[src/source/tri_pkg.sv]
package tri_pkg;

    // fixed point format, q22.10
    localparam int q_bits = 10;

    // entries per credit FIFO, also the start credit of each sender
    localparam int fifo_depth = 4;
    // credits held for the external consumer
    localparam int out_credits = 4;

    // counter must cover the larger of the two credit pools
    localparam int max_credits  = (fifo_depth > out_credits) ? fifo_depth : out_credits;
    localparam int credit_w     = $clog2(max_credits + 1);
    // FIFO pointer and occupancy widths, depth of at least 2 assumed
    localparam int fifo_ptr_w   = $clog2(fifo_depth);
    localparam int fifo_count_w = $clog2(fifo_depth + 1);

    typedef logic [credit_w-1:0] credit_t;
    typedef logic signed [31:0]  coord_t;
    typedef logic signed [63:0]  prod_t;
    // index 0 is x, 1 is y, 2 is z
    typedef coord_t [0:2] vec3_t;

    // input FIFO payload, 480 bits
    typedef struct packed {
        vec3_t v0;
        vec3_t v1;
        vec3_t v2;
        vec3_t normal;
        vec3_t p_hit;
    } tri_in_t;

    // edge vectors, point vectors, normal carried along
    typedef struct packed {
        vec3_t e0;
        vec3_t e1;
        vec3_t e2;
        vec3_t p0;
        vec3_t p1;
        vec3_t p2;
        vec3_t normal;
    } edge_t;

    // three cross products plus normal
    typedef struct packed {
        vec3_t c0;
        vec3_t c1;
        vec3_t c2;
        vec3_t normal;
    } cross_t;

    // per component difference, wraps on overflow
    function automatic vec3_t vec_sub(input vec3_t a, input vec3_t b);
        vec3_t r;
        for (int k = 0; k < 3; k++) begin
            r[k] = a[k] - b[k];
        end
        return r;
    endfunction

    // full 64 bit signed product of two coordinates
    function automatic prod_t mul_wide(input coord_t a, input coord_t b);
        return prod_t'(a) * prod_t'(b);
    endfunction

endpackage

[src/source/edge_sub_stage.sv]
module edge_sub_stage import tri_pkg::*; (
    input  logic    clock,
    input  logic    reset,
    input  tri_in_t in_data,
    input  logic    in_empty,
    input  logic    out_credit,
    output logic    in_pop,
    output logic    out_valid,
    output edge_t   out_data
);

    // credits for the FIFO in front of the cross stage
    credit_t credits;
    // item currently in the output register
    credit_t in_flight;

    // out_valid marks an item whose credit is not yet taken from the counter
    assign in_flight = credit_t'(out_valid);

    // pop only with a free credit left after the in flight item
    assign in_pop = !in_empty && (credits > in_flight);

    always_ff @(posedge clock or posedge reset) begin
        if (reset) begin
            credits   <= credit_t'(fifo_depth);
            out_valid <= 1'b0;
        end else begin
            // returned credit and send can fall in the same cycle
            credits   <= credits + credit_t'(out_credit) - credit_t'(out_valid);
            // one cycle from pop to valid
            out_valid <= in_pop;
        end
    end

    // payload, loaded on pop only
    always_ff @(posedge clock) begin
        if (in_pop) begin
            // triangle edges
            out_data.e0     <= vec_sub(in_data.v1, in_data.v0);
            out_data.e1     <= vec_sub(in_data.v2, in_data.v1);
            out_data.e2     <= vec_sub(in_data.v0, in_data.v2);
            // vertex to hit point
            out_data.p0     <= vec_sub(in_data.p_hit, in_data.v0);
            out_data.p1     <= vec_sub(in_data.p_hit, in_data.v1);
            out_data.p2     <= vec_sub(in_data.p_hit, in_data.v2);
            // normal passes straight on
            out_data.normal <= in_data.normal;
        end
    end

endmodule

[config.mk]
export PLATFORM = sky130hd
export DESIGN_NAME = edge_sub_stage
export DESIGN_NICKNAME = d
export VERILOG_FILES = /design/src/source/tri_pkg.sv /design/src/source/edge_sub_stage.sv
export SDC_FILE = /design/constraint.sdc
export NUM_CORES = 2
export LEC_CHECK = 0
export BUFFER_PORTS_ARGS = -buffer_cell sky130_fd_sc_hd__buf_2
export CORE_AREA = 5 5 444 446
export DETAILED_ROUTE_END_ITERATION = 10
export DIE_AREA = 0 0 449 451
export PLACE_DENSITY = 0.51
export SYNTH_ARGS = -nofsm -noshare
export SYNTH_HDL_FRONTEND = slang
export SYNTH_SLANG_ARGS = --single-unit
[constraint.sdc]
create_clock -name clock -period 61.5 [get_ports clock]
set_input_delay 3.075 -clock clock [delete_from_list [all_inputs] [get_ports clock]]
set_output_delay 3.075 -clock clock [all_outputs]
set_load 0.02 [all_outputs]
# [After elaboration in Yosys (flattened, before gate mapping)]
# Index checks and enable logic that the tools add are counted.
[classes] add_sub_neg=20 n_lt_le_gt_ge=1 reduce_logical=2
[op_table] cell="$sub A32 B32 Y32" count=18
[op_table] cell="$add A3 B1 Y3" count=1
[op_table] cell="$gt A3 B1 Y1" count=1
[op_table] cell="$sub A3 B1 Y3" count=1
[op_table] cell="$logic_and A1 B1 Y1" count=1
[op_table] cell="$logic_not A1 Y1" count=1
[totals] regBits=676 in_bits=484 out_inout_bits=674 word_cells=46

# [Logic depth before layout (Yosys ltp)]
[logic_depth] word_depth=2 ltp_mapped=13 depth_no_buf=13

# [Worst setup path before layout]
# No wires, ideal clock.
[synth_path] kind="input port to flip-flop" from="in in_empty" to="reg out_valid" setup_time_ps=5249 arrival_time_ps=51930 required_time_ps=56251 slack_ps=4322 stages=1 n_path_buf=0 path_cell_list="a221oi_1"
[synth_between] elab_chain_cells=2
[synth_rtl] element="start, declared" line_no="edge_sub_stage.sv:5" rtl="input logic in_empty,"
[synth_rtl] element="$logic_not A1 Y1" line_no="edge_sub_stage.sv:21" rtl="assign in_pop = !in_empty && (credits > in_flight);"
[synth_rtl] element="$logic_and A1 B1 Y1" line_no="edge_sub_stage.sv:21"
[synth_rtl] element="end signal, assigned" line_no="edge_sub_stage.sv:31" rtl="out_valid <= in_pop;"
[synth_rtl] element="end, declared" line_no="edge_sub_stage.sv:8" rtl="output logic out_valid,"
# No other way between the ends.
# A chain may end at the register's enable or synchronous reset.

# [Worst setup path after layout]
[layout_path] from="in in_empty" to="out in_pop"
[layout_between] elab_chain_cells=2
[layout_rtl] element="$logic_not A1 Y1" line_no="edge_sub_stage.sv:21"
[layout_rtl] element="$logic_and A1 B1 Y1" line_no="edge_sub_stage.sv:21"
[layout_rtl] element="end, declared" line_no="edge_sub_stage.sv:7" rtl="output logic in_pop,"
# No other way between the ends.

==> key figures <==
Route
  • Initial DRC Count: 2,651
  • First-pass detailed-route iteration total: 6
  • Antenna Nets Post-Route: 0
  • DR vias/cell: 4.92
  • Final WL: 219,000 um
  • Via Count: 42,100
  • WL/cell: 25.6 um
  • # DRC: 0

Final layout
  • Final net count: 6,981
  • Synth-to-Final Area Change: 25.3%
  • Share of cells above drive strength 1: 22.7%

Power and ir drop
  • Power Dens Cells: 34.5 nW/um^2
  • Lkg Pwr: 27.3 nW
  • VDD IR max: 0.0225 mV

Timing
  • Clock skew: 0.0205 ns
  • Count of pins over their slew limit: 0
  • Min Hold Slack: 0.604 ns
  • Max_slew headroom: 38.9%
  • Min cycle time layout: 6.76 ns
  • RSZ-0062 raised after global routing: no
  • Final Hold Vio Count: 0
  • Sum Neg Setup Slack: 0 ns
  • Worst Tran Pin Value: 0.916 ns
  • Tcrit/Tclk final: 11.0%
  • Fmax: 148 MHz
  • Final setup fails: 0

Clocking
  • H-tree level count: 3
  • Post-cts repair resize count: 0
  • Clock Tree Root: clkbuf_16
  • Total CTS buffers: 92
  • Reg clk slew, reported paths: 0.06 ns
  • TritonCTS clock tree: built
  • Total setup buffers inserted after CTS: 0
  • Hold buffer count at CTS: 0
  • Clock Path Buffers: 3
  • Clk sink count: 676
  • Worst skew pair latency: 0.72 ns

Yosys
  • Yosys warnings: 0
  • Area contributors post-synth: edfxtp_1 42%, ha_1 15%, xnor2_1 6.5%, a21oi_1 4.5%, a21o_1 4.4%
  • Seq cells post-synth: 676
  • Largest area contributor in the netlist: edfxtp_1
  • Cell variety after synth: 79
  • Number of synthesized flops with an enable pin: 672
  • Synthesized area: 48,200 um^2
  • Mapped Nets: 5,764
  • Yosys top cell area share: 41.9%
  • Primary FF master, synth: edfxtp_1
  • Synthesized netlist cell count: 4,700
  • Synth Area per Inst: 10.3 um^2
  • Seq/Total Area, Yosys: 42.1%
  • Ys async rst share: 0.592%

Die
  • Placement Rows: 161
  • I/O Pins: 1,158
  • Die ar.: 202,000 um^2
  • Chip height: 451 um
  • Core area: 192,000 um^2
  • Initial Utilization: 25.1%
  • DIE WIDTH: 449 um

GRT
  • First-pass GRT wire length: 304,000 um
  • Vias in the first global route: 42,400
  • Gr usage total: 20.7%
  • GR Overflow Total: 0
  • Initial antenna violation count: 92
  • Largest net degree at the start of global routing: 146

Setup path
  • WP data required: 58.42 ns
  • Critical path launch point type: input port
  • Worst Setup End Kind: output pin
  • WS Path Type: input port to output pin
  • Arrival time worst endpoint: 3.69 ns
  • CP max FO: 2

Placed design
  • RD Place Congestion: 0.941
  • # port buffers: 1,157
  • Detailed Place HPWL: 187,000 um

Min path
  • HP Class: flop to flop

Outcome
  • Status: completed

Flow run
  • Max Cap Viol: 0
## placed cells by master (no fill, tap or decap), drive strengths merged, types with 59 or more instances in the layout
cell	n
xor2	155
edfxtp	672
nand2b	69
clkbuf	111
o21a	99
a21o	283
a21oi	433
nand2	224
inv	421
nand3	95
buf	1175
nand4	60
ha	561
and3	59
xnor2	356
o21ai	250
nor2b	91
nor2	299
## sequential cells by signal, indices dropped and copies added, names as in the netlist
name,count
credits,3
out_data,672
out_valid,1
## area by class of cell
type	instances	area, um^2
Tap cell	2526	3160
Timing Repair Buffer	1175	5960
Inverter	414	1550
Sequential cell	676	20300
Clock inverter	60	722
Multi-Input combinational cell	3558	26200
Fill cell	20000	132000
Antenna cell	36	90.1
Clock buffer	111	2420
## worst paths after layout
path / start / endpoint / slack [ns] / depth (start not counted)
min in group asynchronous: reset / credits[0]$_DFF_PP0_ / 2.23 / 2
max in group asynchronous: reset / credits[2]$_DFF_PP1_ / 59.05 / 2
max: in_empty / in_pop / 54.74 / 3
max reg2reg: credits[2]$_DFF_PP1_ / out_data[156]$_DFFE_PP_ / 57.00 / 7
min reg2reg: credits[2]$_DFF_PP1_ / credits[2]$_DFF_PP1_ / 0.60 / 3
min: credits[2]$_DFF_PP1_ / credits[2]$_DFF_PP1_ / 0.60 / 3
## synthesized netlist by cell type (4+ instances only)
cell,instances
o21ai_0,238
inv_1,414
a31oi_1,37
o21a_1,99
o211ai_1,19
o21bai_1,55
nor2_1,299
and2_1,20
a221o_1,6
o21ai_1,12
o31a_1,13
nand2b_1,69
nand3_1,95
a21boi_0,16
a31o_2,14
fa_1,19
or3_1,27
nor4_1,5
o22ai_1,4
xor2_1,155
nand4_1,60
clkbuf_1,49
a311oi_1,10
o221ai_1,4
a21o_1,283
nand2_1,224
a221oi_1,17
a211oi_1,45
o41ai_1,5
a21oi_1,432
a211o_1,9
and4_1,10
o2111ai_1,20
nor2b_1,91
ha_1,561
a2111oi_0,5
edfxtp_1,672
a41oi_1,8
nand3b_1,6
o31ai_1,29
nor3_1,58
or2_2,13
and3_1,59
xnor2_1,356
## critical path: stages
cell and delay [ns]:
buf_2 0.12, a221oi_4 0.21, buf_2 0.28
## through the flow
step	setup WS (ns)	power (W)	cell area (um^2)	cells	util, %
global route	54.72	0.00218	60300	8548	31.4
CTS	54.73	0.00212	60300	8520	31.4
detailed placement	54.38	0.00152	57100	8349	29.7
global placement	54.35	0.00153	57100	8349	29.7
finish	54.74	0.00208	60400	8556	31.4
floorplan	4.32	0.00144	48200	4700	-
## logic make-up after synthesis
group	after synthesis	share of synthesized area [%]
AOI/OAI and AO/OA	1419	19.0
and+or+nand+nor	1047	10.6
DFF	676	42.1
adders and majority gates	580	15.4
xor gates and xnor gates	511	9.29
buffers and inverters	466	3.64
muxes	1	0.0208
## report_power, final
group | switching [W] | internal (W)
combinational | 0.000528 | 0.000232
sequential | 0.0000573 | 0.000691
clock | 0.000236 | 0.000337
total | 0.000821 | 0.00126
## per-layer routing
layer | GRT usage (%) | share of wire, % | routed length, um | up-vias
li1 | - | - | - | 19800
met4 | 11.3 | 5.9 | 13000 | 8
met5 | 0 | 0.022 | 49 | -
met3 | 3.70 | 5.5 | 12000 | 424
met2 | 36.9 | 50 | 109000 | 1617
met1 | 23.4 | 39 | 85100 | 20200
(Power assumes the default switching activity.)
