`config.mk`:
```
export PLATFORM = sky130hd
export DESIGN_NAME = credit_fifo
export DESIGN_NICKNAME = d
export VERILOG_FILES = /design/src/source/tri_pkg.sv /design/src/source/credit_fifo.sv
export SDC_FILE = /design/constraint.sdc
export NUM_CORES = 1
export LEC_CHECK = 0
export BUFFER_PORTS_ARGS = -buffer_cell sky130_fd_sc_hd__buf_2
export CAP_MARGIN = 20
export CORE_ASPECT_RATIO = 1.2
export CORE_UTILIZATION = 40
export DETAILED_ROUTE_END_ITERATION = 8
export HOLD_SLACK_MARGIN = 0.1
export PLACE_DENSITY = 0.67
export SYNTH_ARGS = -nofsm -noshare
export SYNTH_HDL_FRONTEND = slang
export SYNTH_SLANG_ARGS = --single-unit
```
`constraint.sdc`:
```
create_clock -name clock -period 24.2 [get_ports clock]
set_clock_uncertainty 0.1 [all_clocks]
set_input_delay 2.42 -clock clock [delete_from_list [all_inputs] [get_ports clock]]
set_output_delay 2.42 -clock clock [all_outputs]
set_load 0.02 [all_outputs]
```
`src/source/tri_pkg.sv`:
```
package tri_pkg;

    // fixed point format, q22.10
    localparam int q_bits = 10;

    // entries per credit FIFO, also the start credit of each sender
    localparam int fifo_depth = 4;
    // credits held for the external consumer
    localparam int out_credits = 4;

    // counter must cover the larger of the two credit pools
    localparam int max_credits  = (fifo_depth > out_credits) ? fifo_depth : out_credits;
    localparam int credit_w     = $clog2(max_credits + 1);
    // FIFO pointer and occupancy widths, depth of at least 2 assumed
    localparam int fifo_ptr_w   = $clog2(fifo_depth);
    localparam int fifo_count_w = $clog2(fifo_depth + 1);

    typedef logic [credit_w-1:0] credit_t;
    typedef logic signed [31:0]  coord_t;
    typedef logic signed [63:0]  prod_t;
    // index 0 is x, 1 is y, 2 is z
    typedef coord_t [0:2] vec3_t;

    // input FIFO payload, 480 bits
    typedef struct packed {
        vec3_t v0;
        vec3_t v1;
        vec3_t v2;
        vec3_t normal;
        vec3_t p_hit;
    } tri_in_t;

    // edge vectors, point vectors, normal carried along
    typedef struct packed {
        vec3_t e0;
        vec3_t e1;
        vec3_t e2;
        vec3_t p0;
        vec3_t p1;
        vec3_t p2;
        vec3_t normal;
    } edge_t;

    // three cross products plus normal
    typedef struct packed {
        vec3_t c0;
        vec3_t c1;
        vec3_t c2;
        vec3_t normal;
    } cross_t;

    // per component difference, wraps on overflow
    function automatic vec3_t vec_sub(input vec3_t a, input vec3_t b);
        vec3_t r;
        for (int k = 0; k < 3; k++) begin
            r[k] = a[k] - b[k];
        end
        return r;
    endfunction

    // full 64 bit signed product of two coordinates
    function automatic prod_t mul_wide(input coord_t a, input coord_t b);
        return prod_t'(a) * prod_t'(b);
    endfunction

endpackage

```
`src/source/credit_fifo.sv`:
```
module credit_fifo import tri_pkg::*; #(
    parameter type payload_t = tri_in_t
) (
    input  logic     clock,
    input  logic     reset,
    input  logic     wr_valid,
    input  payload_t wr_data,
    input  logic     pop,
    output payload_t rd_data,
    output logic     empty,
    output logic     credit
);

    // storage, no reset needed on the entries
    payload_t mem [fifo_depth];

    logic [fifo_ptr_w-1:0]   wr_ptr;
    logic [fifo_ptr_w-1:0]   rd_ptr;
    logic [fifo_count_w-1:0] count;
    logic                    do_pop;

    // wrap at fifo_depth, also correct for depths that are not a power of two
    function automatic logic [fifo_ptr_w-1:0] next_ptr(input logic [fifo_ptr_w-1:0] ptr);
        logic [fifo_ptr_w-1:0] nxt;
        if (ptr == fifo_ptr_w'(fifo_depth - 1)) begin
            nxt = '0;
        end else begin
            nxt = ptr + 1'b1;
        end
        return nxt;
    endfunction

    // occupancy is registered, so a write shows up one cycle later
    assign empty   = (count == '0);
    // a pop on an empty FIFO is ignored
    assign do_pop  = pop && !empty;
    // one credit back per freed entry, same cycle as the pop
    assign credit  = do_pop;
    // head entry always on the read port
    assign rd_data = mem[rd_ptr];

    always_ff @(posedge clock) begin
        if (wr_valid) begin
            mem[wr_ptr] <= wr_data;
        end
    end

    always_ff @(posedge clock or posedge reset) begin
        if (reset) begin
            wr_ptr <= '0;
            rd_ptr <= '0;
            count  <= '0;
        end else begin
            if (wr_valid) begin
                wr_ptr <= next_ptr(wr_ptr);
            end
            if (do_pop) begin
                rd_ptr <= next_ptr(rd_ptr);
            end
            // writer never exceeds its credits, so no full check here
            case ({wr_valid, do_pop})
                2'b10:   count <= count + 1'b1;
                2'b01:   count <= count - 1'b1;
                default: count <= count;
            endcase
        end
    end

endmodule

```
=== After elaboration in Yosys (flattened, before gate mapping) ===
Memories as Yosys holds them, arrays and structs flattened.
Cells that the tools add are included.

* Flip-flop bits (word level): 7
* Memory bits (writable): 1920
* Logic and storage cells: 21
* Memories kept: 1

* Add/sub/neg operators: 4
* Eq/ne operators: 4
* Multiplexer cells: 5
* Reductions and logical operators: 4

{| class="wikitable"
|+ Memories
! memory !! words !! bits a word !! rd ports !! clocked after memory_dff !! wr ports !! line !! text
|-
| mem || 4 || 480 || 1 || 0 || 1 || credit_fifo.sv:15 || <nowiki>payload_t mem [fifo_depth];</nowiki>
|}

{| class="wikitable"
|+ Operators with widths
! cell !! number
|-
| $eq 2x2->1 const B || 3
|-
| $pmux 3 s2 || 1
|-
| $add 2x1->2 const B || 2
|-
| $mux 2 || 2
|-
| $add 3x1->3 const B || 1
|-
| $logic_not 3->1 || 1
|-
| $sub 3x1->3 const B || 1
|-
| $eq 2x1->1 const B || 1
|-
| $mux 1 || 2
|-
| $reduce_bool 2->1 || 1
|-
| $logic_and 1x1->1 || 1
|-
| $logic_not 1->1 || 1
|}

=== Logic depth before layout (Yosys ltp) ===
* Depth after elaboration: 5
* Mapped depth: 9

=== Worst setup path after synthesis ===
No wires, ideal clock.

* Path type: in2reg
* Start point: input port wr_valid
* End point: memory mem[0][0] in the netlist's numbering, enable pin
* Arrival: 13.198 ns
* Setup slack: 9.997 ns
* Stages on the path: 1
* Path buffers: 0
* Cells stage by stage: and2_1

* Word-level cells in the longest chain between the ends: 2

{| class="wikitable"
|+ Ends and longest elaborated chain
! what !! line !! text
|-
| start: declaration || credit_fifo.sv:6 || <nowiki>input logic wr_valid,</nowiki>
|-
| $mux 1 || credit_fifo.sv:43 || <nowiki>if (wr_valid) begin</nowiki>
|-
| $mux 1 (not written as such) || credit_fifo.sv:44 || <nowiki>mem[wr_ptr] <= wr_data;</nowiki>
|-
| end: declaration || credit_fifo.sv:15 ||
|}

No other way between the ends.

==> results.md <==
- The biggest fanout along the worst timing path is 57.
- The tool flagged a number of max-cap violations equal to 0.
- The simple-gate share of the synthesized area is less than 1%.
- For this design, the sink count on the clock tree is 1927.
- The die covers ~180000 um2.
- The classification of the worst setup path is register to primary output.
- The detailed router placed 32000 vias in this run.
- Of the available clock period, the critical path in the final layout requires 39.6%.
- The endpoint required time on the critical path is 21680 ps.
- Cell internal power was estimated by the tool at about 7000 uW.
- The area of the core region is 177000 um2.
- The part of the total power dissipated in sequential elements is 42.5%.
- The die width is 388 um.
- The vertical die dimension is 465 um.
- The synthesized design contains between 1500 and 2000 enable-type register cells.
- The dominant register cell in the synthesized netlist is edfxtp_1.
- The number of DRC violations after detailed-routing iteration 0 is 2001.
- The class of the tightest hold or removal check is register to register.
- The flow ran to the end, and the final reports show no timing, DRC or antenna violations.
- TritonCTS built the clock tree.
- After clock tree synthesis, the clock-pin slew on the worst setup and hold paths is 60 ps.
- The detail-routed via count per cell is 5.21.
- For this design the total switching power over the nets is 3330 uW.
- The share of synthesized registers carrying an async set or reset is 0.363%.
- The mean cell area of the mapped netlist is 28.1 um2.
- The detail-routed net length per standard cell is roughly 25 um.
- The count of mapped cells out of synthesis is approximately 2500.
- The first-pass GRT wire length is 223 mm.
- Setup repair after global routing left no endpoint under its margin.
- The number of rows created at floorplan is 169.
- The total routed wirelength is 156 mm.
- CTS built an H-tree with a depth of 4.
- The quantity of hold-fixing buffers added after cts is 0.
- The achievable clock frequency is 104 MHz.
- During placement, the flow inserted port buffers numbering 965.
- The total overflow left after global routing is 0.
- In this run the static leakage power is 0.0298 uW.
- The arrival time at the worst endpoint is 7050 ps.
- The remaining routing DRC violations is 0.
- The fraction of synthesized area in multiplexers is 17.7%.
- After the last flow step, the layout net total stands at around 4100.
- The worst setup path is launched from a register.
- The clock buffer count from CTS is ~180.
- CTS placed an instance of clkbuf_16 at the clock tree root.
- After synthesis, the largest family of logic cells by area is multiplexers.
- The worst hold margin is roughly 390 ps.
- The count of antenna-violating nets left after detailed routing is 0.
- In this run the deepest clock path goes through 3 buffers.
- The clock reaches the later pin of the worst-skew pair after 790 ps.
- After synthesis, the largest area contributor takes up 80.5% of total cell area.
- The initial antenna violation count is around 100.
- The time the worst path needs with I/O delays and setup is 9570 ps.
- Among cell families on the critical path, the largest total delay comes from buffers and inverters.
- The number of distinct library cells after synthesis is 23.
- The power density normalized to cell area is 122 nW/um2.
- The post-synthesis compound-gate area fraction is 0.0140%.
- The most common cell in the netlist is edfxtp_1.
- At the pin with the least slew margin, the transition time is 1140 ps.
- Relative to the synthesized area, the layout overhead comes to 18.8%.
- The most prevalent standard cell on the critical path is buf_4.
- The via count of the first global-routing pass is 32600.
- The summed instance area of the synthesized netlist is 71600 um2.
- The effective utilization at floorplan is around 40%.
- In this run, post-CTS repair resized a total of 0 instances.
- In this design, the stage delay of the slowest critical-path cell is 1030 ps.
- The Yosys step of the flow raised 0 warnings.
- edfxtp_1 takes more of the synthesized area than any other cell.
- After synthesis, the cell types taking the most area are edfxtp_1, mux4_1, buf_6.
- STA classifies the critical path endpoint as a primary output.
- The number of nets produced by synthesis is 3039.
- The XOR/XNOR share of the synthesized area is 0.0367%.
- After synthesis, flip-flops and latches occupy 80.8% of the total area.
- Cells with a size suffix above 1 make up 34.0% of the layout.
- The total global-route track usage is 16.8%.
- The setup-violating endpoint count in the final report is 0.
- The synthesized netlist devotes 0.133% of its cell area to adder and majority cells.
- The number of pins with negative max-slew slack in the final report came to 0.
- The count of final hold-check violations is 0.
- After clock tree synthesis, the setup repair step added 0 buffers.
- The net switching share of the total power is 32.2%.
- The critical path goes through buf_4 -> buf_4 -> buf_4 -> buf_4 -> buf_4 -> mux4_1 -> buf_2.
- After routing, the total negative slack on setup checks comes to 0 ps.
- For this run, the detailed router's first-pass iteration total came to 5.
- The share of total power dissipated in the clock network is between 20% and 30%.
- Entering global routing, the biggest net connects 136 pins.
- The sum of buffers and inverters on the critical path is 6.
- The part of the total power dissipated in combinational logic is between 20% and 30%.
- Across the VDD grid, the largest voltage drop is about 0.084 mV.
- Pin placement for this block handled 966 I/O pins.
- The commonest cells after synthesis are edfxtp_1, mux4_1, buf_6.
- Summed over all nets, the half-perimeter wirelength after detailed placement is ~98 mm.
- For this design, the slowest cell found on the critical path is dfrtp_4.
- The flip-flop and latch count after synthesis is 1927.
- In this run the tightest slew margin relative to its limit is about a quarter.
- At the end of routability-driven placement, the weighted congestion stood at 0.756.
-- power groups by stage --
| stage | combinational, uW | clock [uW] | sequential [uW] |
|---|---|---|---|
| after global routing | 3270 | 3040 | 4450 |
| after CTS | 3150 | 2920 | 4410 |
| after detailed placement | 3140 | 0 | 4480 |
| final | 3100 | 2860 | 4410 |
| after floorplan | 2120 | 0 | 4700 |
| after global placement | 3140 | 0 | 4450 |
-- cell families (layout without fill, tap and decap cells) --
| kind of cell | after synthesis | in the layout |
|---|---|---|
| muxes | 483 | 483 |
| buffers and inverters | 116 | 1353 |
| AOI/OAI and AO/OA | 2 | 2 |
| DFF | 1927 | 1927 |
| other | 0 | 44 |
| and+or+nand+nor | 10 | 10 |
| adders and majority gates | 7 | 7 |
| xor gates and xnor gates | 3 | 3 |
-- registers in the layout (all words and copies together) (netlist names) --
name,cells
mem,1920
count,3
rd_ptr,2
wr_ptr,2
-- per-stage QoR --
stage                     setup WS [ps]  power, uW  utilization (%)  cells  cell area (um2)
after floorplan                   10000       6820                -   2548            71600
after global placement            15330       7590             44.5   5752            78800
after detailed placement          15350       7620             44.5   5752            78800
after CTS                         14450      10500             47.9   6093            84900
after global routing              14260      10800             47.9   6105            84900
final                             14630      10400             48.0   6137            85000
-- worst paths after layout --
path	startpoint	end	slack, ps	cells past startpoint
min reg2reg	count[2]$_DFFE_PP0P_	count[2]$_DFFE_PP0P_	390	1
max in group asynchronous	reset	rd_ptr[1]$_DFFE_PP0P_	22230	2
min	count[2]$_DFFE_PP0P_	count[2]$_DFFE_PP0P_	390	1
max	rd_ptr[0]$_DFFE_PP0P_	rd_data[299]	14630	7
max reg2reg	wr_ptr[0]$_DFFE_PP0P_	mem[0][297]$_DFFE_PP_	18900	7
min in group asynchronous	reset	rd_ptr[0]$_DFFE_PP0P_	1470	2
-- routing by layer --
layer	vias up	share of wire (%)	track usage, %
met3	314	13	8.44
met1	16500	38	20.4
met2	1258	47	26.4
met4	96	2.2	4.48
li1	13800	-	-
met5	-	0.44	0
-- placed cells by master (no fill, tap or decap), types with 5 or more instances in the layout --
cell	n
ha_1	6
diode_2	44
buf_2	965
buf_12	6
buf_4	33
clkinvlp_4	8
clkinv_2	42
inv_1	8
clkinv_16	10
dfrtp_1	5
clkinv_1	40
mux4_1	478
clkbuf_1	28
clkbuf_16	185
edfxtp_1	1920
bufinv_16	19
-- worst register-to-register path, cell delays in order (launching register included) --
cell,delay [ps]
dfrtp_1,410
inv_1,110
ha_1,160
and2_4,770
buf_4,780
buf_4,660
buf_4,900
buf_4,880
-- final cells by class --
type | instances | area (um2)
well taps | 2308 | 2890
repair buffers | 1004 | 5200
flip-flops and latches | 1927 | 57800
multi-input cells | 505 | 12800
fillers | 14200 | 92200
clock buffers | 213 | 4730
clock inverters | 128 | 1400
inverters | 8 | 30.0
diodes | 44 | 110
(Power assumes the default switching activity.)
